[src/design/core_pkg.sv]
/*
   Shared definitions for the 16-bit in-order pipeline.
   Holds the word and register index types, the opcode and ALU
   encodings, and the control struct that every stage passes on.
   Modules take what they need by a wildcard import in their body.
*/
package core_pkg;

   // Basic data types
   typedef logic [15:0] word_t;
   typedef logic [2:0]  reg_idx_t;

   // Major opcodes, instruction bits 15:11
   typedef enum logic [4:0] {
      OP_NOP   = 5'b00001,
      OP_ADDI  = 5'b01000,
      OP_ST    = 5'b10000,
      OP_LD    = 5'b10001,
      OP_STU   = 5'b10011,
      OP_RTYPE = 5'b11011
   } opcode_t;

   // ALU operations, same encoding as the R-format funct field
   typedef enum logic [1:0] {
      ALU_ADD  = 2'b00,
      ALU_SUB  = 2'b01,  // Rs minus Rt
      ALU_XOR  = 2'b10,
      ALU_ANDN = 2'b11   // Rs and not Rt
   } alu_op_t;

   // Control bundle built in decode
   typedef struct packed {
      alu_op_t  alu_op;
      logic     use_imm;
      logic     mem_en;
      logic     mem_wrt;
      logic     mem_to_reg;
      logic     reg_wrt;
      reg_idx_t dest;
      reg_idx_t src_a;
      reg_idx_t src_b;   // ALU operand B or store data register
      word_t    imm;     // Sign-extended 5-bit immediate
   } ctrl_t;

endpackage

[src/design/reg_file.sv]
/*
   Register file with eight 16-bit registers.
   Two combinational read ports, one write port from the result stage.
   A read of the register written this cycle returns the new data.
*/
module reg_file (
   input  logic               clk,
   input  logic               reset,
   input  core_pkg::reg_idx_t rd_idx_a,
   input  core_pkg::reg_idx_t rd_idx_b,
   output core_pkg::word_t    rd_val_a,
   output core_pkg::word_t    rd_val_b,
   input  logic               wb_en,
   input  core_pkg::reg_idx_t wb_rd,
   input  core_pkg::word_t    wb_data
);
   import core_pkg::*;

   word_t regs [8];

   //////////////////////////////////////////////////////////////////////
   // Write port
   //////////////////////////////////////////////////////////////////////

   always_ff @(posedge clk) begin
      if (reset) begin
         for (int i = 0; i < 8; i++) begin
            regs[i] <= '0;
         end
      end else if (wb_en) begin
         regs[wb_rd] <= wb_data;
      end
   end

   //////////////////////////////////////////////////////////////////////
   // Read ports
   //////////////////////////////////////////////////////////////////////

   // Bypass for the write landing at the coming edge
   assign rd_val_a = (wb_en && wb_rd == rd_idx_a) ? wb_data : regs[rd_idx_a];
   assign rd_val_b = (wb_en && wb_rd == rd_idx_b) ? wb_data : regs[rd_idx_b];

endmodule

[config.mk]
export PLATFORM = sky130hd
export DESIGN_NAME = reg_file
export DESIGN_NICKNAME = d
export VERILOG_FILES = /design/src/design/core_pkg.sv /design/src/design/reg_file.sv
export SDC_FILE = /design/constraint.sdc
export NUM_CORES = 1
export LEC_CHECK = 0
export ABC_AREA = 1
export BUFFER_PORTS_ARGS = -buffer_cell sky130_fd_sc_hd__clkbuf_2
export CELL_PAD_IN_SITES_DETAIL_PLACEMENT = 0
export CELL_PAD_IN_SITES_GLOBAL_PLACEMENT = 1
export CORE_UTILIZATION = 27
export CTS_CLUSTER_SIZE = 14
export DETAILED_ROUTE_END_ITERATION = 7
export PLACE_DENSITY = 0.58
export SLEW_MARGIN = 20
export SYNTH_ARGS = -nofsm -noshare
export SYNTH_HDL_FRONTEND = slang
export SYNTH_SLANG_ARGS = --single-unit
[constraint.sdc]
create_clock -name clk -period 1.9 [get_ports clk]
set_clock_uncertainty 0.05 [all_clocks]
set_input_delay 0.38 -clock clk [delete_from_list [all_inputs] [get_ports clk]]
set_output_delay 0.38 -clock clk [all_outputs]
set_load 0.01 [all_outputs]
==> results by group <==
Place
  • Cells after DPL: 1,509
  • HPWL reported at the end of detailed placement: 19,400 um
  • Routability cong.: 0.837
  • Number of port buffers: 59

Timing
  • FMAX: 0.535 GHz
  • Final Hold Viols: 0
  • Final Max Tran Viols: 0
  • Hold WS: 0.382 ns
  • Unrepaired setup endpoints after global routing: yes
  • Period utilisation layout: 98.5%
  • Measured slew at the worst slew-check pin: 0.374 ns
  • Slew headroom: 75.0%
  • Fin crit period: 1.87 ns
  • Final setup violation count: 0

GRT
  • Gr usage total: 20.6%
  • Grt ovf: 0
  • Initial antenna violation count: 0
  • Number of global-route vias before repair: 6,880
  • First-pass GRT wire length: 43,500 um
  • Largest net degree at the start of global routing: 31

Detailed routing
  • Initial drt markers: 565
  • DRC Markers: 0
  • Via density: 4.66
  • Wl on met1: 13,900 um
  • Uppermost layer routed: met4
  • Routed len/inst: 19.4 um
  • Drt pass-1 iters: 6
  • Met2 wire len: 14,500 um
  • Met3 WL: 1120 um
  • DR vias: 7,201
  • Final WL: 29,900 um
  • ANT nets after route: 0

Power and ir drop
  • PwrDens: 823 nW/um^2
  • Worst ir drop on vdd: 515 uV
  • P_leak: 4.89 nW

Die
  • Ports: 60
  • Die span in y: 172 um
  • Starting Density: 27.7%
  • Core footprint: 28,100 um^2
  • FP Rows: 61
  • Die area: 29,500 um^2
  • Die width: 172 um

Worst setup path
  • Worst path max stage delay: 0.41 ns
  • Critical path cell sequence: nand2_1, nand3_1, nand3_2, nand2_2, nand2_1, nand2_2, buf_6
  • CP endpoint kind: primary output
  • CP Launch Type: flop
  • Worst setup path class: flop to primary output
  • Worst EP arrival: 1.44 ns
  • Required @ worst endpoint: 1.47 ns
  • CP max-delay cell: edfxtp_1
  • Critical-path maximum fanout: 2

Layout
  • Leading cell type in the layout, fill and taps excluded: nand2_1
  • Max FFs per register: 128
  • Largest regs: regs: 128 flops
  • Ant diodes: 0
  • Fraction of layout cells with a size suffix above 1: 28.5%
  • Register Area: 3840 um^2
  • Area occupied by multi-input gates: 3440 um^2
  • Top reg by flops: regs
  • # fillers: 2,985
  • Most frequent cells in the layout: nand2_1, nand3_1, nor2_1, edfxtp_1, inv_1
  • Area Overhead vs Synth: 34.0%
  • Finished Layout Cells: 1,546
  • Layout Nets: 1,183

Synthesis
  • Synth unique cells: 18
  • Synth area leader: edfxtp_1
  • Largest cells by area after synthesis: edfxtp_1, nand2_1, nand3_1
  • Mapped Cells: 1,057
  • Sequential area share after synthesis: 49.4%
  • Yosys top cell area share: 49.4%
  • Syn. warnings: 0
  • Syn Area/Cell: 7.36 um^2
  • #FFs+latches synth: 128
  • Mapped Area: 7780 um^2
  • Net Count, Synth: 1,085

CTS
  • TritonCTS Buffers: 17
  • Htree depth: 4
  • CTS tree: done
  • Root Driver: clkbuf_16
  • CTS Buffer Depth: 2
  • Num Clock Sinks: 128
  • CTS clk-pin slew, worst paths: 0.07 ns

Outcome
  • Status: finished clean

Run
  • MaxCap Viol Count: 0

Min path
  • Hold/Removal Path Class: input pin to flop
==> per-stage QoR <==
step	instance area (um^2)	power (mW)	TNS (ns)	util, %	worst slack (ns)
after CTS	9900	8.47	0	35.3	0.00170
after global routing	10400	8.88	-0.211	37.1	-0.0291
final	10400	8.58	0	37.1	0.0293
after detailed placement	9140	4.82	-2.50	32.5	-0.114
after global placement	9140	4.82	-2.83	32.5	-0.143
after floorplan	7780	4.16	0	-	0.0555
==> report_power, final <==
group          total [mW]  internal, mW  switching, mW
Combinational        1.61         0.600           1.01
Sequential           3.34          3.28         0.0613
Clock                3.62          2.22           1.40
Total                8.58          6.10           2.47
==> area by class of cell <==
class                           instances  area share [%]
Tap cell                              378            4.54
Timing Repair Buffer                  138            13.7
Inverter                              149            5.68
Clock buffer                           18            4.12
Clock inverter                         14            1.98
Multi-Input combinational cell        721            33.1
Sequential cell                       128            36.9
==> cell usage after synthesis <==
master      n
nand2_1   347
nand3_1   222
inv_1     138
nor2_1    133
edfxtp_1  128
buf_2      33
clkbuf_1   17
nand2_2    11
inv_2       9
buf_4       4
nor2_2      3
nor2_4      3
buf_1       2
buf_6       2
nand2_4     2
buf_12      1
inv_4       1
inv_6       1
==> cells by family (layout without fill, tap and decap cells) <==
kind of cell,after synthesis,in the layout,synth area share [%]
buffers and inverters,208,319,11.3
flip-flops,128,128,49.4
AND/OR/NAND/NOR,721,721,39.3
==> timing repair <==
action                     CTS  global route
setup buffers                1             1
setup endpoints to repair   32            32
pin swaps                    3            55
cloned                       0             3
hold buffers                 0             0
gates resized for setup     31           170
==> path summary, 6_finish.rpt <==
path	slack [ns]	endpoint	from	depth (start not counted)
worst min-delay path	0.38	regs[6][12]$_SDFFCE_PN0P_	wb_data[12]	3
worst max-delay path	0.03	rd_val_a[14]	regs[3][14]$_SDFFCE_PN0P_	7
==> worst max-delay path: cells and delay by family (launching register included) <==
family | cells | cell delay, ns
buffers and inverters | 1 | 0.13
DFF | 1 | 0.41
and+or+nand+nor | 6 | 0.47
==> routing by layer <==
| layer | global-route usage (%) | vias up |
|---|---|---|
| met5 | 0 | - |
| met4 | 6.02 | 0 |
| met3 | 2.67 | 33 |
| met2 | 33.6 | 189 |
| met1 | 28.3 | 3442 |
| li1 | - | 3537 |
Power figures use the tool's default switching activity.
