File: src/design/core_pkg.sv
/*
   Shared definitions for the 16-bit in-order pipeline.
   Holds the word and register index types, the opcode and ALU
   encodings, and the control struct that every stage passes on.
   Modules take what they need by a wildcard import in their body.
*/
package core_pkg;

   // Basic data types
   typedef logic [15:0] word_t;
   typedef logic [2:0]  reg_idx_t;

   // Major opcodes, instruction bits 15:11
   typedef enum logic [4:0] {
      OP_NOP   = 5'b00001,
      OP_ADDI  = 5'b01000,
      OP_ST    = 5'b10000,
      OP_LD    = 5'b10001,
      OP_STU   = 5'b10011,
      OP_RTYPE = 5'b11011
   } opcode_t;

   // ALU operations, same encoding as the R-format funct field
   typedef enum logic [1:0] {
      ALU_ADD  = 2'b00,
      ALU_SUB  = 2'b01,  // Rs minus Rt
      ALU_XOR  = 2'b10,
      ALU_ANDN = 2'b11   // Rs and not Rt
   } alu_op_t;

   // Control bundle built in decode
   typedef struct packed {
      alu_op_t  alu_op;
      logic     use_imm;
      logic     mem_en;
      logic     mem_wrt;
      logic     mem_to_reg;
      logic     reg_wrt;
      reg_idx_t dest;
      reg_idx_t src_a;
      reg_idx_t src_b;   // ALU operand B or store data register
      word_t    imm;     // Sign-extended 5-bit immediate
   } ctrl_t;

endpackage

File: src/design/pipe_if.sv
/*
   One link between two pipeline stages.
   The upstream stage drives it through the source modport and the
   downstream stage reads it through the sink modport.
*/
interface pipe_if;
   import core_pkg::*;

   logic  valid;
   ctrl_t ctrl;
   // Operands, or base and store data for memory ops
   word_t a_val;
   word_t b_val;
   // ALU result or memory address
   word_t result;
   word_t load_data;

   modport source (
      output valid, ctrl, a_val, b_val, result, load_data
   );

   modport sink (
      input valid, ctrl, a_val, b_val, result, load_data
   );

endinterface

File: src/design/result_stage.sv
/*
   Result stage.
   Registers the memory stage output and drives the register-file
   write port, with load data for loads and the ALU result otherwise.
*/
module result_stage (
   input  logic               clk,
   input  logic               reset,
   pipe_if.sink               mr,
   output logic               wb_en,
   output core_pkg::reg_idx_t wb_rd,
   output core_pkg::word_t    wb_data
);
   import core_pkg::*;

   logic  valid_q;
   ctrl_t ctrl_q;
   word_t result_q;
   word_t load_q;

   always_ff @(posedge clk) begin
      if (reset) begin
         valid_q <= 1'b0;
         ctrl_q  <= '0;
      end else begin
         valid_q <= mr.valid;
         ctrl_q  <= mr.ctrl;
      end
      result_q <= mr.result;
      load_q   <= mr.load_data;
   end

   // Write-back select
   assign wb_en   = valid_q & ctrl_q.reg_wrt;
   assign wb_rd   = ctrl_q.dest;
   assign wb_data = ctrl_q.mem_to_reg ? load_q : result_q;

   a_wb_rd_known: assert property (@(posedge clk) disable iff (reset)
      wb_en |-> !$isunknown(wb_rd))
      else $error("write-back register index unknown while wb_en is high");

endmodule

File: src/flat_wrapper.sv
// flat-port wrapper written by rule: the top's interface ports become plain ports
module result_stage_flat import core_pkg::*;
  (clk, reset, wb_en, wb_rd, wb_data, mr_valid, mr_ctrl, mr_a_val, mr_b_val, mr_result, mr_load_data);
  pipe_if mr_i ();
  input  logic clk;
  input  logic reset;
  output logic wb_en;
  output core_pkg::reg_idx_t wb_rd;
  output core_pkg::word_t wb_data;
  input wire logic [$bits(mr_i.valid)-1:0] mr_valid;
  input wire logic [$bits(mr_i.ctrl)-1:0] mr_ctrl;
  input wire logic [$bits(mr_i.a_val)-1:0] mr_a_val;
  input wire logic [$bits(mr_i.b_val)-1:0] mr_b_val;
  input wire logic [$bits(mr_i.result)-1:0] mr_result;
  input wire logic [$bits(mr_i.load_data)-1:0] mr_load_data;
  assign mr_i.valid = mr_valid;
  assign mr_i.ctrl = mr_ctrl;
  assign mr_i.a_val = mr_a_val;
  assign mr_i.b_val = mr_b_val;
  assign mr_i.result = mr_result;
  assign mr_i.load_data = mr_load_data;
  result_stage u_core (.clk(clk), .reset(reset), .mr(mr_i), .wb_en(wb_en), .wb_rd(wb_rd), .wb_data(wb_data));
endmodule
File: config.mk
export PLATFORM = sky130hd
export DESIGN_NAME = result_stage_flat
export DESIGN_NICKNAME = d
export VERILOG_FILES = /design/src/design/core_pkg.sv /design/src/design/pipe_if.sv /design/src/design/result_stage.sv /design/src/flat_wrapper.sv
export SDC_FILE = /design/constraint.sdc
export NUM_CORES = 1
export LEC_CHECK = 0
export ABC_AREA = 1
export BUFFER_PORTS_ARGS = -buffer_cell sky130_fd_sc_hd__buf_2
export CAP_MARGIN = 20
export CORE_MARGIN = 8
export CORE_UTILIZATION = 30
export DETAILED_ROUTE_END_ITERATION = 12
export GPL_ROUTABILITY_DRIVEN = 0
export GPL_TIMING_DRIVEN = 0
export PLACE_DENSITY_LB_ADDON = 0.08
export SYNTH_ARGS = -nofsm -noshare
export SYNTH_HDL_FRONTEND = slang
export SYNTH_SLANG_ARGS = --single-unit
export TNS_END_PERCENT = 5
File: constraint.sdc
create_clock -name clk -period 1.48 [get_ports clk]
set_clock_uncertainty 0.2 [all_clocks]
set_input_delay 0.148 -clock clk [delete_from_list [all_inputs] [get_ports clk]]
set_output_delay 0.148 -clock clk [all_outputs]
set_load 0.01 [all_outputs]
==> impl_metrics.toml, run 1 <==
[cells_and_area]
drive_above_1_share_pct = 36.65
final_nets = 319
area_growth_pct = 83.55
n_fill_cell = 290
n_antenna_cell = 0
final_area_sq_um = 1982

[min_path]
hold_class = "input pin to register"
worstHoldStart = "mr_result[13]"

[clock_tree]
cts_max_level = 2
cts_root_buffer = "clkbuf_4"
cts_buffer_depth = 2
clkSlewWorstSetupHoldPaths_ns = 0.11
cts_buffers = 5
cts_tree = "done"
clock_sinks = 38

[synthesis]
seq_area_frac_synth_pct = 70.45
synth_top_cell_area_share_pct = 70.45
yosysMostFrequentCell = "nand2_1"
ys_top_cells_by_count = "nand2_1 (44), dfxtp_1 (38), inv_1 (7)"
synthesis.instances = 107
yosysUniqueCellTypes = 9
mappedNetlistNets = 206
synth.area.top_cells = "dfxtp_1 (70%), nand2_1 (15%), nand2_2 (2.9%)"
synth-edff-count = 0
ys_async_sr_fraction_pct = 0
synth_flop_cell = "dfxtp_1"
synth_top_cell_by_area = "dfxtp_1"
syn_avg_cell_area_sq_um = 10.09
synthesis.area_sq_um = 1080
synth-seq-cells = 38
ys_warn_count = 0

[timing]
final_hold_viol_count = 0
period_share_pct = 105.9
setup_violations = 16
slew_headroom_pct = 92.87
clock.fmax_mhz = 638.0
finalWorstSetupSlack_ns = -0.08752
rsz0062_at_grt = "yes"
report.final.slew_viol_count = 0
worst_pin_slew_ns = 0.1069
hold_ws_ns = 0.2451
final.setup.tns_ns = -0.8208
period_minus_slack_ns = 1.568

[global_route]
antenna_found_initial = 0
grt_pass1_wl_microns = 4830
grt_usage_pct = 10.29
first_global_vias = 1068
grt-busiest-layer = "met2"
grt_use_met3_pct = 6.014
grt_use_met2_pct = 18.51
met1_usage_pct = 9.135
grt-ovfl-total = 0
grt_max_degree = 12

[routing]
vias = 1010
viasPerCell = 3.783
drt_wl_total_microns = 2881
drcViolationCount = 0
drtIter0Drc = 5
ant_nets = 0
drtPass1Iterations = 4
drt-wirelength-per-cell_microns = 10.79

[worst_setup_path]
crit_arrival_ns = 1.22
path_max_fanout = 8
cp_data_required_time_ns = 1.13
endpoint_kind = "output port"
crit_buf_inv = 4
cp_slowest_stage_delay_ns = 0.34
path_depth = 6
crit_path_start = "u_core.ctrl_q[26]"
cpLargestDelayFamily = "buffers and inverters"
critPathCapture = "wb_data[10]"
crit_path_start_kind = "register"
slowest_stage = "dfxtp_1"
critPathKind = "register to output port"
crit_chain = "buf_6 -> inv_8 -> clkbuf_16 -> nand2_2 -> nand2_1 -> buf_2"

[floorplan]
ioPinCount = 119
core_region_area_sq_um = 3390
dieArea_sq_um = 5775
dieHeight_microns = 76.00
initial_core_util_pct = 31.86
die_x_microns = 76.00
row_count = 21

[place]
placedInstanceArea_sq_um = 1433
numPortBuffers = 59

[power_and_ir_drop]
power_density_nw_per_um2 = 970.5
p_leak_nw = 1.048
max-vdd-ir-drop_uv = 592.8

[run_status]
outcome = "finished, violations left"
violations = "setup timing"

[flow_run]
cap_violations = 0
==> logic make-up (layout without fill, tap and decap cells) <==
group / Yosys count / in the layout / share of synthesized area (%)
buf+inv: 14 / 128 / 9.270
flops: 38 / 38 / 70.45
simple gates: 55 / 55 / 20.28
==> report_power, final <==
part | leakage, nW | internal (W) | switching, W | total, W
Sequential | 0.320 | 0.00108 | 0.0000143 | 0.00109
Combinational | 0.693 | 0.000186 | 0.000109 | 0.000295
Clock | 0.0353 | 0.000230 | 0.000307 | 0.000537
Total | 1.05 | 0.00149 | 0.000430 | 0.00192
==> state kept, by name (all words and copies together) (netlist names) <==
name,cells
u_core.wb_rd,3
u_core.result_q,16
u_core.valid_q,1
u_core.ctrl_q,2
u_core.load_q,16
==> per-stage QoR <==
step | setup WS [ns] | utilization, % | total power, W | std cells
6_report | -0.08752 | 58.47 | 0.001923 | 267
5_1_grt | -0.1770 | 58.47 | 0.002043 | 267
4_1_cts | -0.1131 | 57.66 | 0.001956 | 266
3_5_place_dp | 0.2522 | 42.27 | 0.001310 | 212
3_3_place_gp | 0.2626 | 42.27 | 0.001303 | 212
2_1_floorplan | 0.4031 | - | 0.001205 | 107
==> metal layers <==
| metal | up-vias | wire length [microns] |
|---|---|---|
| li1 | 537 | - |
| met1 | 427 | 1040 |
| met2 | 40 | 1494 |
| met3 | 6 | 302 |
| met4 | 0 | 43 |
| met5 | - | 0 |
==> layout by cell type (no fill, tap or decap), drive strengths merged <==
cell type / instances
dlygate4sd3: 44
dfxtp: 38
clkinv: 1
nand2: 49
buf: 67
inv: 8
clkbuf: 8
nor2: 6
==> worst min path at each step <==
| stage | end | slack [ns] | cells after the start |
|---|---|---|---|
| detailed placement | u_core.load_q[11] | 0.05 | 1 |
| CTS | u_core.result_q[13] | 0.22 | 2 |
| floorplan | u_core.load_q[0] | -0.02 | 0 |
| global route | u_core.result_q[7] | 0.22 | 2 |
| global placement | u_core.load_q[13] | 0.05 | 1 |
| finish | u_core.result_q[13] | 0.25 | 2 |
==> what timing repair did <==
item	in CTS	in global routing
gates cloned	0	1
endpoints found under the setup margin	12	16
endpoints found under the hold margin	38	0
hold buffers	44	0
gates resized for setup	1	1
setup buffers	2	0
==> layout make-up <==
type / instances / area [sq um] / share of cell area (%)
Timing Repair Buffer: 106 / 782.0 / 39.46
Inverter: 8 / 37.54 / 1.894
Tap cell: 46 / 57.56 / 2.904
Clock buffer: 7 / 55.05 / 2.778
Sequential cell: 38 / 760.7 / 38.38
Clock inverter: 1 / 5.005 / 0.2525
Multi-Input combinational cell: 55 / 219.0 / 11.05
Buffer: 6 / 65.06 / 3.283
(Power assumes the default switching activity.)
==> inputs of run 2 (changes only) <==
==> constraint.sdc (replaced) <==
create_clock -name clk -period 1.48 [get_ports clk]
set_clock_uncertainty 0.2 [all_clocks]
set_input_delay 0.296 -clock clk [delete_from_list [all_inputs] [get_ports clk]]
set_output_delay 0.296 -clock clk [all_outputs]
set_load 0.01 [all_outputs]
==> run 2 against run 1 <==
Net effect:
- the flow still finishes with violations (setup timing)
- non-clock buffer count decreased by 5
- global-route usage about the same
- combinational power decreased by 3%
- sequential power about the same
- die area unchanged
- total power decreased by 0.51%
- via count decreased by 1.7%
- critical path type unchanged
- highest routed layer unchanged
==> impl_metrics.toml, run 2 (synthesis gave the netlist of run 1 again) <==
[worst_setup_path]
path_depth = 6
cp_slowest_stage_delay_ns = 0.34
cp_data_required_time_ns = 0.98
crit_path_start_kind = "register"
critPathKind = "register to output port"
crit_chain = "buf_6 -> inv_8 -> clkbuf_16 -> nand2_2 -> nand2_1 -> buf_2"
path_max_fanout = 8
endpoint_kind = "output port"
slowest_stage = "dfxtp_1"
crit_arrival_ns = 1.22
cpLargestDelayFamily = "buffers and inverters"
crit_buf_inv = 4

[routing]
viasPerCell = 3.790
drcViolationCount = 0
drtIter0Drc = 4
drt-wirelength-per-cell_microns = 10.92
ant_nets = 0
drtPass1Iterations = 4
vias = 993
drt_wl_total_microns = 2862

[floorplan]
dieArea_sq_um = 5775
dieHeight_microns = 76.00
die_x_microns = 76.00
initial_core_util_pct = 31.86
ioPinCount = 119
row_count = 21
core_region_area_sq_um = 3390

[global_route]
grt_max_degree = 12
grt_pass1_wl_microns = 4809
first_global_vias = 1040
antenna_found_initial = 0
grt-ovfl-total = 0
grt_usage_pct = 10.27

[clock_tree]
cts_buffer_depth = 2
cts_buffers = 5
clkSlewWorstSetupHoldPaths_ns = 0.11
cts_root_buffer = "clkbuf_4"
clock_sinks = 38
cts_max_level = 2
cts_tree = "done"

[place]
dp_cells = 212
placedInstanceArea_sq_um = 1433
numPortBuffers = 59

[min_path]
hold_end = "u_core.result_q[13]"
worstHoldStart = "mr_result[13]"
hold_class = "input pin to register"
hold_path_depth = 2

[timing]
report.final.slew_viol_count = 0
worst_pin_slew_ns = 0.1067
setup_violations = 16
final.setup.tns_ns = -3.185
slew_headroom_pct = 92.89
finalWorstSetupSlack_ns = -0.2353
rsz0062_at_grt = "yes"
clock.fmax_mhz = 583.0
period_minus_slack_ns = 1.715
period_share_pct = 115.9
hold_ws_ns = 0.3932
final_hold_viol_count = 0

[flow_run]
cap_violations = 0

[cells_and_area]
final_area_sq_um = 1932
layout_commonest_cell = "buf_2"
n_fill_cell = 294
fin_cells = 262
final_nets = 314
drive_above_1_share_pct = 37.50
layout_common_cells = "buf_2 (58), nand2_1 (44), dlygate4sd3_1 (39)"
area_growth_pct = 78.91
n_antenna_cell = 0

[power_and_ir_drop]
power_density_nw_per_um2 = 990.5
finalPower_w = 0.001914
p_leak_nw = 1.019
max-vdd-ir-drop_uv = 592.7

[run_status]
violations = "setup timing"
outcome = "finished, violations left"
-- run 2: cell count changes in the layout (fill, tap and decap cells not counted) --
cell / change
dlygate4sd3_1: -5
-- run 2: worst max-delay path by stage --
stage	end	from
floorplan	wb_data[3]	u_core.ctrl_q[26]
global placement	wb_data[5]	u_core.ctrl_q[26]
detailed placement	wb_data[8]	u_core.ctrl_q[26]
CTS	wb_data[3]	u_core.ctrl_q[26]
global route	wb_data[5]	u_core.ctrl_q[26]
finish	wb_data[10]	u_core.ctrl_q[26]
-- run 2: through the flow --
stage / setup WS (ns) / utilization, %
2_1_floorplan: 0.2551 / -
3_5_place_dp: 0.1042 / 42.27
4_1_cts: -0.2611 / 56.18
6_report: -0.2353 / 57.00
5_1_grt: -0.3250 / 57.00
3_3_place_gp: 0.1146 / 42.27
-- run 2: final cells by class --
class                           count  area [sq um]  share of cell area (%)
Timing Repair Buffer              101         732.0                   37.89
Clock inverter                      1         5.005                  0.2591
Inverter                            8         37.54                   1.943
Multi-Input combinational cell     55         219.0                   11.33
Clock buffer                        7         55.05                   2.850
Buffer                              6         65.06                   3.368
Tap cell                           46         57.56                   2.979
Sequential cell                    38         760.7                   39.38
-- run 2: what timing repair did --
item,in CTS,in global routing
gates resized for setup,1,1
endpoints found under the hold margin,38,0
setup endpoints to repair,16,16
buffers inserted,2,0
hold buffers,39,0
pin swaps,0,0
cloned,0,1
-- run 2: where the power goes --
| part | internal [W] | switching (W) |
|---|---|---|
| sequential | 0.00108 | 0.0000143 |
| combinational | 0.000177 | 0.000108 |
| clock | 0.000230 | 0.000307 |
-- run 2: metal layers --
metal	track usage, %	vias up	part of all wire (%)
met1	9.273	420	36
met3	6.132	6	11
met4	4.118	0	1.5
met5	0	-	0
li1	-	527	-
met2	18.17	40	52
