[src/design/core_pkg.sv]
/*
   Shared definitions for the 16-bit in-order pipeline.
   Holds the word and register index types, the opcode and ALU
   encodings, and the control struct that every stage passes on.
   Modules take what they need by a wildcard import in their body.
*/
package core_pkg;

   // Basic data types
   typedef logic [15:0] word_t;
   typedef logic [2:0]  reg_idx_t;

   // Major opcodes, instruction bits 15:11
   typedef enum logic [4:0] {
      OP_NOP   = 5'b00001,
      OP_ADDI  = 5'b01000,
      OP_ST    = 5'b10000,
      OP_LD    = 5'b10001,
      OP_STU   = 5'b10011,
      OP_RTYPE = 5'b11011
   } opcode_t;

   // ALU operations, same encoding as the R-format funct field
   typedef enum logic [1:0] {
      ALU_ADD  = 2'b00,
      ALU_SUB  = 2'b01,  // Rs minus Rt
      ALU_XOR  = 2'b10,
      ALU_ANDN = 2'b11   // Rs and not Rt
   } alu_op_t;

   // Control bundle built in decode
   typedef struct packed {
      alu_op_t  alu_op;
      logic     use_imm;
      logic     mem_en;
      logic     mem_wrt;
      logic     mem_to_reg;
      logic     reg_wrt;
      reg_idx_t dest;
      reg_idx_t src_a;
      reg_idx_t src_b;   // ALU operand B or store data register
      word_t    imm;     // Sign-extended 5-bit immediate
   } ctrl_t;

endpackage

[src/design/pipe_if.sv]
/*
   One link between two pipeline stages.
   The upstream stage drives it through the source modport and the
   downstream stage reads it through the sink modport.
*/
interface pipe_if;
   import core_pkg::*;

   logic  valid;
   ctrl_t ctrl;
   // Operands, or base and store data for memory ops
   word_t a_val;
   word_t b_val;
   // ALU result or memory address
   word_t result;
   word_t load_data;

   modport source (
      output valid, ctrl, a_val, b_val, result, load_data
   );

   modport sink (
      input valid, ctrl, a_val, b_val, result, load_data
   );

endinterface

[src/design/execute_stage.sv]
/*
   Execute stage.
   Forwards operands from the memory stage and from write-back, runs the
   ALU or the address add, and registers the result, the store data and
   the control into the execute-to-memory link.
*/
module execute_stage (
   input  logic               clk,
   input  logic               reset,
   pipe_if.sink               dx,
   pipe_if.source             xm,
   input  logic               wb_en,
   input  core_pkg::reg_idx_t wb_rd,
   input  core_pkg::word_t    wb_data
);
   import core_pkg::*;

   word_t a_fwd;
   word_t b_fwd;
   word_t b_opnd;
   word_t alu_out;

   //////////////////////////////////////////////////////////////////////
   // Operand forwarding
   //////////////////////////////////////////////////////////////////////

   // Newest producer wins, loads in xm are never forwarded
   function automatic word_t fwd(input reg_idx_t src, input word_t rf_val);
      if (xm.valid && xm.ctrl.reg_wrt && !xm.ctrl.mem_to_reg && xm.ctrl.dest == src) begin
         return xm.result;
      end else if (wb_en && wb_rd == src) begin
         return wb_data;
      end else begin
         return rf_val;
      end
   endfunction

   assign a_fwd = fwd(dx.ctrl.src_a, dx.a_val);
   // Also the store data for memory ops
   assign b_fwd = fwd(dx.ctrl.src_b, dx.b_val);

   //////////////////////////////////////////////////////////////////////
   // ALU
   //////////////////////////////////////////////////////////////////////

   assign b_opnd = dx.ctrl.use_imm ? dx.ctrl.imm : b_fwd;

   always_comb begin
      case (dx.ctrl.alu_op)
         ALU_ADD:  alu_out = a_fwd + b_opnd;
         ALU_SUB:  alu_out = a_fwd - b_opnd;
         ALU_XOR:  alu_out = a_fwd ^ b_opnd;
         ALU_ANDN: alu_out = a_fwd & ~b_opnd;
         default:  alu_out = '0;
      endcase
   end

   //////////////////////////////////////////////////////////////////////
   // Execute-to-memory register
   //////////////////////////////////////////////////////////////////////

   always_ff @(posedge clk) begin
      if (reset) begin
         xm.valid <= 1'b0;
         xm.ctrl  <= '0;
      end else begin
         xm.valid <= dx.valid;
         xm.ctrl  <= dx.ctrl;
      end
      xm.a_val  <= a_fwd;
      xm.b_val  <= b_fwd;
      xm.result <= alu_out;
   end

   // Filled in by the memory stage
   assign xm.load_data = '0;

   // Store address must come from base plus immediate
   a_store_imm: assert property (@(posedge clk) disable iff (reset)
      dx.valid && dx.ctrl.mem_wrt |-> dx.ctrl.use_imm)
      else $error("store reached execute without the immediate operand");

endmodule

[src/flat_wrapper.sv]
// flat-port wrapper written by rule: the top's interface ports become plain ports
module execute_stage_flat import core_pkg::*;
  (clk, reset, wb_en, wb_rd, wb_data, dx_valid, dx_ctrl, dx_a_val, dx_b_val, dx_result, dx_load_data, xm_valid, xm_ctrl, xm_a_val, xm_b_val, xm_result, xm_load_data);
  pipe_if dx_i ();
  pipe_if xm_i ();
  input  logic clk;
  input  logic reset;
  input  logic wb_en;
  input  core_pkg::reg_idx_t wb_rd;
  input  core_pkg::word_t wb_data;
  input wire logic [$bits(dx_i.valid)-1:0] dx_valid;
  input wire logic [$bits(dx_i.ctrl)-1:0] dx_ctrl;
  input wire logic [$bits(dx_i.a_val)-1:0] dx_a_val;
  input wire logic [$bits(dx_i.b_val)-1:0] dx_b_val;
  input wire logic [$bits(dx_i.result)-1:0] dx_result;
  input wire logic [$bits(dx_i.load_data)-1:0] dx_load_data;
  output wire logic [$bits(xm_i.valid)-1:0] xm_valid;
  output wire logic [$bits(xm_i.ctrl)-1:0] xm_ctrl;
  output wire logic [$bits(xm_i.a_val)-1:0] xm_a_val;
  output wire logic [$bits(xm_i.b_val)-1:0] xm_b_val;
  output wire logic [$bits(xm_i.result)-1:0] xm_result;
  output wire logic [$bits(xm_i.load_data)-1:0] xm_load_data;
  assign dx_i.valid = dx_valid;
  assign dx_i.ctrl = dx_ctrl;
  assign dx_i.a_val = dx_a_val;
  assign dx_i.b_val = dx_b_val;
  assign dx_i.result = dx_result;
  assign dx_i.load_data = dx_load_data;
  assign xm_valid = xm_i.valid;
  assign xm_ctrl = xm_i.ctrl;
  assign xm_a_val = xm_i.a_val;
  assign xm_b_val = xm_i.b_val;
  assign xm_result = xm_i.result;
  assign xm_load_data = xm_i.load_data;
  execute_stage u_core (.clk(clk), .reset(reset), .dx(dx_i), .xm(xm_i), .wb_en(wb_en), .wb_rd(wb_rd), .wb_data(wb_data));
endmodule
[config.mk]
export PLATFORM = sky130hd
export DESIGN_NAME = execute_stage_flat
export DESIGN_NICKNAME = d
export VERILOG_FILES = /design/src/design/core_pkg.sv /design/src/design/pipe_if.sv /design/src/design/execute_stage.sv /design/src/flat_wrapper.sv
export SDC_FILE = /design/constraint.sdc
export NUM_CORES = 1
export LEC_CHECK = 0
export ABC_AREA = 0
export BUFFER_PORTS_ARGS = -buffer_cell sky130_fd_sc_hd__buf_2
export CAP_MARGIN = 10
export CORE_ASPECT_RATIO = 0.6
export CORE_MARGIN = 2
export CORE_UTILIZATION = 51
export DETAILED_ROUTE_END_ITERATION = 12
export GPL_TIMING_DRIVEN = 0
export PLACE_DENSITY_LB_ADDON = 0.05
export SETUP_SLACK_MARGIN = 0.2
export SYNTH_ARGS = -nofsm -noshare
export SYNTH_HDL_FRONTEND = slang
export SYNTH_SLANG_ARGS = --single-unit
[constraint.sdc]
create_clock -name clk -period 11.4 [get_ports clk]
set_input_delay 2.28 -clock clk [delete_from_list [all_inputs] [get_ports clk]]
set_output_delay 2.28 -clock clk [all_outputs]
set_load 0.01 [all_outputs]
==> summary.txt, run 1 <==
GRT
  – Global route overflow: 0
  – Gr usage total: 0.284
  – Initial antenna violation count: 0
  – Number of global-route vias before repair: 4045
  – First-pass GRT wire length: 21500 um
  – Largest net degree at the start of global routing: 13

Synthesis
  – Syn Inst Count: 521
  – Sequential area share after synthesis: 0.351
  – Netlist cell types: 59
  – Ys async rst share: 0
  – Adder and majority gate portion of the synthesized area: 0.0910
  – Syn Area/Cell: 8.87 um^2
  – Synth Register Bits: 81
  – Synth area leader: dfxtp_1
  – Post-Synthesis Cell Area: 4620 um^2
  – Mux cell area share after synthesis: 0.0853
  – XOR/XNOR share of the synthesized area: 0.0734
  – EDFF count, synth: 0
  – Share of the synthesized area in the top cell type: 0.351
  – Largest family of logic cells by synthesized area: simple AND/OR/NAND/NOR gates
  – Primary FF master, synth: dfxtp_1
  – Top cells by area, synth: dfxtp_1 35%, ha_1 8.7%, mux2i_1 6.5%
  – Post-synthesis simple-gate area fraction: 0.177
  – Post-synthesis compound-gate area fraction: 0.151
  – Synth Warn #: 0

Timing
  – Final period utilization: 0.632
  – RSZ-0062 raised after global routing: no
  – Slew margin rel.: 0.308
  – F_max: 139 MHz
  – Final hold vios: 0
  – Fin Clk Skew: 4.87 ps
  – Final setup viols: 0
  – Least-Margin Pin Slew: 1030 ps
  – WHS: 515 ps
  – Final TNS setup: 0 ps
  – Final Max Tran Viols: 0
  – Min Clock Period, post-route: 7210 ps

Clocking
  – CTS tree: done
  – Clock buffer depth: 2
  – H-tree levels: 3
  – Clock Tree Root: clkbuf_16
  – Num CTS Buffers: 9
  – Setup repair bufs after CTS: 0
  – Clock Pin Slew Worst Setup and Hold Paths: 60 ps
  – CTS Sinks: 81
  – Post-cts resize count: 0
  – Worst skew pair latency: 330 ps
  – Hold_buf cts: 0

Cells and area
  – Register area: 1620 um^2
  – Share of layout cells above drive strength 1: 0.311
  – Final #Nets: 863
  – Fill count: 708
  – Multi-input logic area: 2730 um^2
  – # diodes: 0
  – Commonest non-fill, non-tap cells in the layout: 167 x buf_2, 81 x dfxtp_1, 55 x nand2_1
  – Most common cell after layout, fill and taps aside: buf_2
  – Layout area overhead: 28.0%

Critical path
  – Kind of end point of the critical path: register
  – Worst setup SP type: primary input
  – Critical Setup Path Class: primary input to register
  – Crit-path max FO: 10
  – WP data arrival: 7480 ps
  – Worst EP required: 11670 ps

Detailed routing
  – Average routed wire per standard cell: 17.2 um
  – Post-route ant nets: 0
  – Vias: 4432
  – Detailed-route wire length: 14200 um
  – Via-to-Cell Ratio: 5.37
  – Iteration count of the initial detailed-routing pass: 5
  – 1st-iter DRT viols: 327
  – Remaining DRCs: 0

Die
  – IO Pins: 216
  – Chip height: 77.7 um
  – Initial Util: 0.534
  – Site Rows: 26
  – Die X: 127 um
  – Die ar.: 9860 um^2
  – Core area: 8650 um^2

Power and ir drop
  – Static leakage: 3.00 nW
  – VDD IR-drop max: 0.0748 mV
  – PwrDens: 146 nW/um^2

Placed design
  – Port buffer count: 164
  – Gp weighted congestion: 0.904
  – DP Wirelength: 10900 um

Outcome
  – Status: complete, no violations

Job
  – Maxcap violations: 0

Min path
  – Hold crit path type: register to register
==> registers in the layout, summed over array words and instances, names as in the netlist <==
register          count
u_core.xm.ctrl       32
u_core.xm.a_val      16
u_core.xm.b_val      16
u_core.xm.result     16
u_core.xm.valid       1
==> final cells by class <==
cell class / instances / share of cell area
buffer: 40 / 0.0402
clock buffer: 11 / 0.0394
clock inverter: 3 / 0.00741
inverter: 23 / 0.0146
multi-input combinational: 392 / 0.462
sequential: 81 / 0.274
tap: 112 / 0.0237
timing repair buffer: 164 / 0.139
==> layer usage <==
metal | track usage | part of all wire
met5 | 0 | 0
met3 | 0.0572 | 0.082
met2 | 0.433 | 0.42
met4 | 0.0538 | 0.0068
met1 | 0.418 | 0.49
==> cell families (layout without fill, tap and decap cells) <==
kind of cell / after synthesis / count (layout)
XOR/XNOR: 37 / 37
flip-flops: 81 / 81
AO/OA/AOI/OAI: 112 / 112
AND/OR/NAND/NOR: 156 / 156
adder cells (fa/ha/maj): 33 / 33
multiplexers: 38 / 38
buffers and inverters: 63 / 241
other: 1 / 16
==> worst max-delay path, cell delays in order <==
cell	delay (ps)
buf_2	130
xor2_1	150
nor4_1	500
buf_2	370
o21ai_0	260
nor2b_1	210
a21oi_1	340
ha_1	390
nor2_1	100
xor2_1	170
ha_1	330
o21ai_0	180
a21oi_1	120
o211ai_1	290
a31oi_1	200
o41ai_1	490
o21ai_0	320
or4_1	560
nand4_1	80
==> where the power goes <==
group	switching, W	total, W	internal (W)
sequential	0.0000178	0.000333	0.000315
combinational	0.000145	0.000255	0.000110
clock	0.000109	0.000276	0.000167
total	0.000272	0.000864	0.000593
==> cells in the mapped netlist (3+ instances only) <==
cell type / instances
dfxtp_1: 81
mux2i_1: 30
o21a_1: 4
inv_1: 23
nor2_1: 29
o31a_1: 3
buf_6: 3
xnor2_1: 18
buf_4: 16
ha_1: 32
nand4_1: 3
a221oi_1: 5
a31oi_1: 4
o211ai_1: 5
o31a_2: 3
buf_2: 3
nand2b_1: 4
nor2b_1: 37
nor3_1: 4
and3_1: 7
clkbuf_1: 15
nand2_1: 55
mux2_2: 6
a21oi_1: 24
xor2_1: 17
a41oi_1: 4
o21ai_0: 48
==> final timing paths <==
path	start	to	slack, ps	cells after the start
worst min-delay path	u_core.xm.result[6]	u_core.xm.b_val[6]	520	2
worst max register to register	u_core.xm.ctrl[23]	u_core.xm.result[15]	5900	18
worst min register to register	u_core.xm.result[6]	u_core.xm.b_val[6]	520	2
worst max-delay path	dx_ctrl[17]	u_core.xm.result[15]	4190	19
==> per-stage QoR <==
step / area [um^2] / setup slack [ps] / util / total power [W] / cells
finish: 5910 / 4190 / 0.683 / 0.000864 / 826
global route: 5910 / 3970 / 0.683 / 0.000906 / 826
CTS: 5910 / 4370 / 0.683 / 0.000863 / 826
detailed placement: 5640 / 4050 / 0.651 / 0.000587 / 812
global placement: 5640 / 4090 / 0.651 / 0.000581 / 812
floorplan: 4680 / 5220 / - / 0.000499 / 536
No activity file was read; power rests on OpenSTA's default activity.
==> inputs of run 2 (changes only) <==
- CORE_UTILIZATION: 51 -> 43
- clock period: 11.4 -> 6.2 ns (I/O delays scaled with it)
==> summary.txt, run 2 (synthesized netlist as in run 1, its figures left out) <==
Timing
  – Min Clock Period, post-route: 5690 ps
  – F_max: 176 MHz
  – Final period utilization: 0.918
  – Least-Margin Pin Slew: 1140 ps (+112 ps)
  – Fin Clk Skew: 7.10 ps (+2.23 ps)
  – Final hold vios: 0 (unchanged)
  – Final WS setup: 509 ps (-3680 ps)
  – RSZ-0062 raised after global routing: no
  – Final TNS setup: 0 ps (unchanged)
  – Final Max Tran Viols: 0 (unchanged)
  – Final setup viols: 0 (unchanged)
  – Slew margin rel.: 0.233 (-0.0756)

Cells and area
  – Non-Filler Instances: 854 (+3.4%)
  – Most common cell after layout, fill and taps aside: buf_2
  – Reg with most FFs: u_core.xm.ctrl
  – # diodes: 0 (unchanged)
  – Final #Nets: 863 (unchanged)
  – Commonest non-fill, non-tap cells in the layout: 166 x buf_2, 81 x dfxtp_1, 55 x nand2_1
  – Max reg flops: 32 (unchanged)
  – Share of layout cells above drive strength 1: 0.317 (+0.00656)
  – Layout area overhead: 30.7%
  – Post-route cell area: 6040 um^2 (+2.1%)

Detailed routing
  – Detailed-route wire length: 14900 um (+4.9%)
  – Routed met1 length: 7390 um (+5.9%)
  – 1st-iter DRT viols: 235 (-28%)
  – Wire length on met2: 5920 um (-0.62%)
  – Average routed wire per standard cell: 17.4 um (+1.5%)
  – Metal3 WL: 1410 um (+21%)
  – Remaining DRCs: 0 (unchanged)
  – Post-route ant nets: 0 (unchanged)
  – Uppermost routed layer: met4
  – Vias: 4342 (-2.0%)
  – Via-to-Cell Ratio: 5.08 (-5.2%)
  – Iteration count of the initial detailed-routing pass: 5 (unchanged)

Critical path
  – R2r setup slk: 1190 ps (-4710 ps)
  – WP data arrival: 5970 ps (-1510 ps)
  – Reg2Reg Launch Point: u_core.xm.ctrl[23]
  – Worst path slowest cell: o31ai_2
  – Crit Reg-Reg Endpoint: u_core.xm.result[15]
  – Critical Setup Path Class: primary input to register
  – Worst setup SP type: primary input
  – R2R depth: 17 (-1)
  – Worst EP required: 6480 ps (-5190 ps)
  – Critical path origin: dx_ctrl[16]
  – Worst setup path end: u_core.xm.result[15]
  – Delay-heaviest family, CP: compound AO/OA/AOI/OAI gates
  – WP buf/inv: 3 (+1)
  – Crit path depth: 18 (-1)
  – Crit-path max FO: 10 (unchanged)
  – Crit path largest cell delay: 670 ps (+110 ps)
  – Critical path cell sequence: buf_2, xor2_1, or4_4, buf_6, buf_6, nor2_1, a21oi_1, o31ai_2, a31oi_1, xor2_1, ha_1, or3_1, o211ai_1, a31oi_1, o41ai_2, o21ai_1, or4_1, nand4_1
  – Kind of end point of the critical path: register

Die
  – Die ar.: 11600 um^2 (+18%)
  – Site Rows: 29 (+12%)
  – Chip height: 84.3 um (+8.4%)
  – Die X: 138 um (+8.6%)
  – Core area: 10500 um^2 (+22%)
  – Initial Util: 0.439 (-0.0948)
  – IO Pins: 216 (unchanged)

Clocking
  – CTS Sinks: 81 (unchanged)
  – Clock Tree Root: clkbuf_16
  – Setup repair bufs after CTS: 0 (unchanged)
  – Hold_buf cts: 0 (unchanged)
  – H-tree levels: 3 (unchanged)
  – Clock buffer depth: 2 (unchanged)
  – Worst skew pair latency: 340 ps (about the same)
  – Clock Pin Slew Worst Setup and Hold Paths: 60 ps (about the same)
  – Post-cts resize count: 1 (+1)
  – CTS tree: done
  – Num CTS Buffers: 9 (unchanged)

Power and ir drop
  – Sw frac: 0.310 (-0.00486)
  – Clock power share: 0.351 (+0.031)
  – Combinational power share: 0.282 (-0.013)
  – Net Switching: 0.000519 W (+91%)
  – Flop pwr share: 0.367 (-0.018)
  – VDD IR-drop max: 0.140 mV (+87%)
  – PwrDens: 278 nW/um^2 (+90%)
  – Tot Pwr: 0.00168 W (+94%)
  – Static leakage: 3.03 nW (+0.99%)
  – Internal power: 0.00116 W (+95%)

GRT
  – Gr usage total: 0.256 (-0.0281)
  – Global route overflow: 0 (unchanged)
  – First-pass GRT wire length: 22300 um (+4.0%)
  – Largest net degree at the start of global routing: 14 (+1)
  – Initial antenna violation count: 0 (unchanged)
  – Number of global-route vias before repair: 4123 (+1.9%)

Placed design
  – Gp weighted congestion: 0.850 (-6.0%)
  – Placed cell area: 5670 um^2 (+0.60%)
  – Post-Place Worst Slack: -177 ps (-4220 ps)
  – DP Wirelength: 11500 um (+5.2%)
  – Placed Cells: 839 (+3.3%)
  – Port buffer count: 164 (unchanged)

Job
  – Maxcap violations: 0 (unchanged)

Outcome
  – Status: complete, no violations

Min path
  – Hold crit path type: register to register
## run 2: changes by cell type in the layout (fill, tap and decap cells not counted), moves of 2 or more
cell,change
clkbuf_1,-2
clkbuf_8,+2
o21ai_0,-2
o21ai_1,+2
## run 2: worst min-delay path by stage
stage,to,start,depth (start not counted),slack (ps)
floorplan,u_core.xm.b_val[15],u_core.xm.result[15],2,510
global placement,u_core.xm.b_val[11],u_core.xm.result[11],2,500
detailed placement,u_core.xm.b_val[7],u_core.xm.result[7],2,500
CTS,u_core.xm.b_val[7],u_core.xm.result[7],2,510
global route,u_core.xm.b_val[9],u_core.xm.result[9],2,550
finish,u_core.xm.b_val[7],u_core.xm.result[7],2,510
## run 2: final cells by class
| class | instances | area [um^2] |
|---|---|---|
| Clock buffer | 11 | 253 |
| Timing Repair Buffer | 164 | 821 |
| Inverter | 23 | 86.3 |
| Buffer | 40 | 240 |
| Sequential cell | 81 | 1620 |
| Clock inverter | 4 | 76.3 |
| Tap cell | 139 | 174 |
| Multi-Input combinational cell | 392 | 2760 |
| Fill cell | 1007 | 4490 |
## run 2: power by group through the flow
stage | Combinational, W | Clock [W] | Sequential [W]
after floorplan | 0.000269 | 0 | 0.000649
after global placement | 0.000453 | 0 | 0.000624
after detailed placement | 0.000460 | 0 | 0.000625
after CTS | 0.000464 | 0.000603 | 0.000614
after global routing | 0.000522 | 0.000623 | 0.000621
final | 0.000472 | 0.000589 | 0.000615
## run 2: worst min-delay path: stages (launching register included)
cell     delay [ps]
dfxtp_1         340
mux2i_1          90
inv_1            50
## run 2: stage by stage
stage | hold WS [ps] | utilization
floorplan | 512 | -
global placement | 505 | 0.539
detailed placement | 504 | 0.539
CTS | 513 | 0.571
global route | 550 | 0.574
finish | 509 | 0.574
## run 2: metal layers
layer	vias up	global-route usage
li1	2153	-
met1	1965	0.380
met2	202	0.366
met3	22	0.0707
met4	0	0.0566
met5	-	0
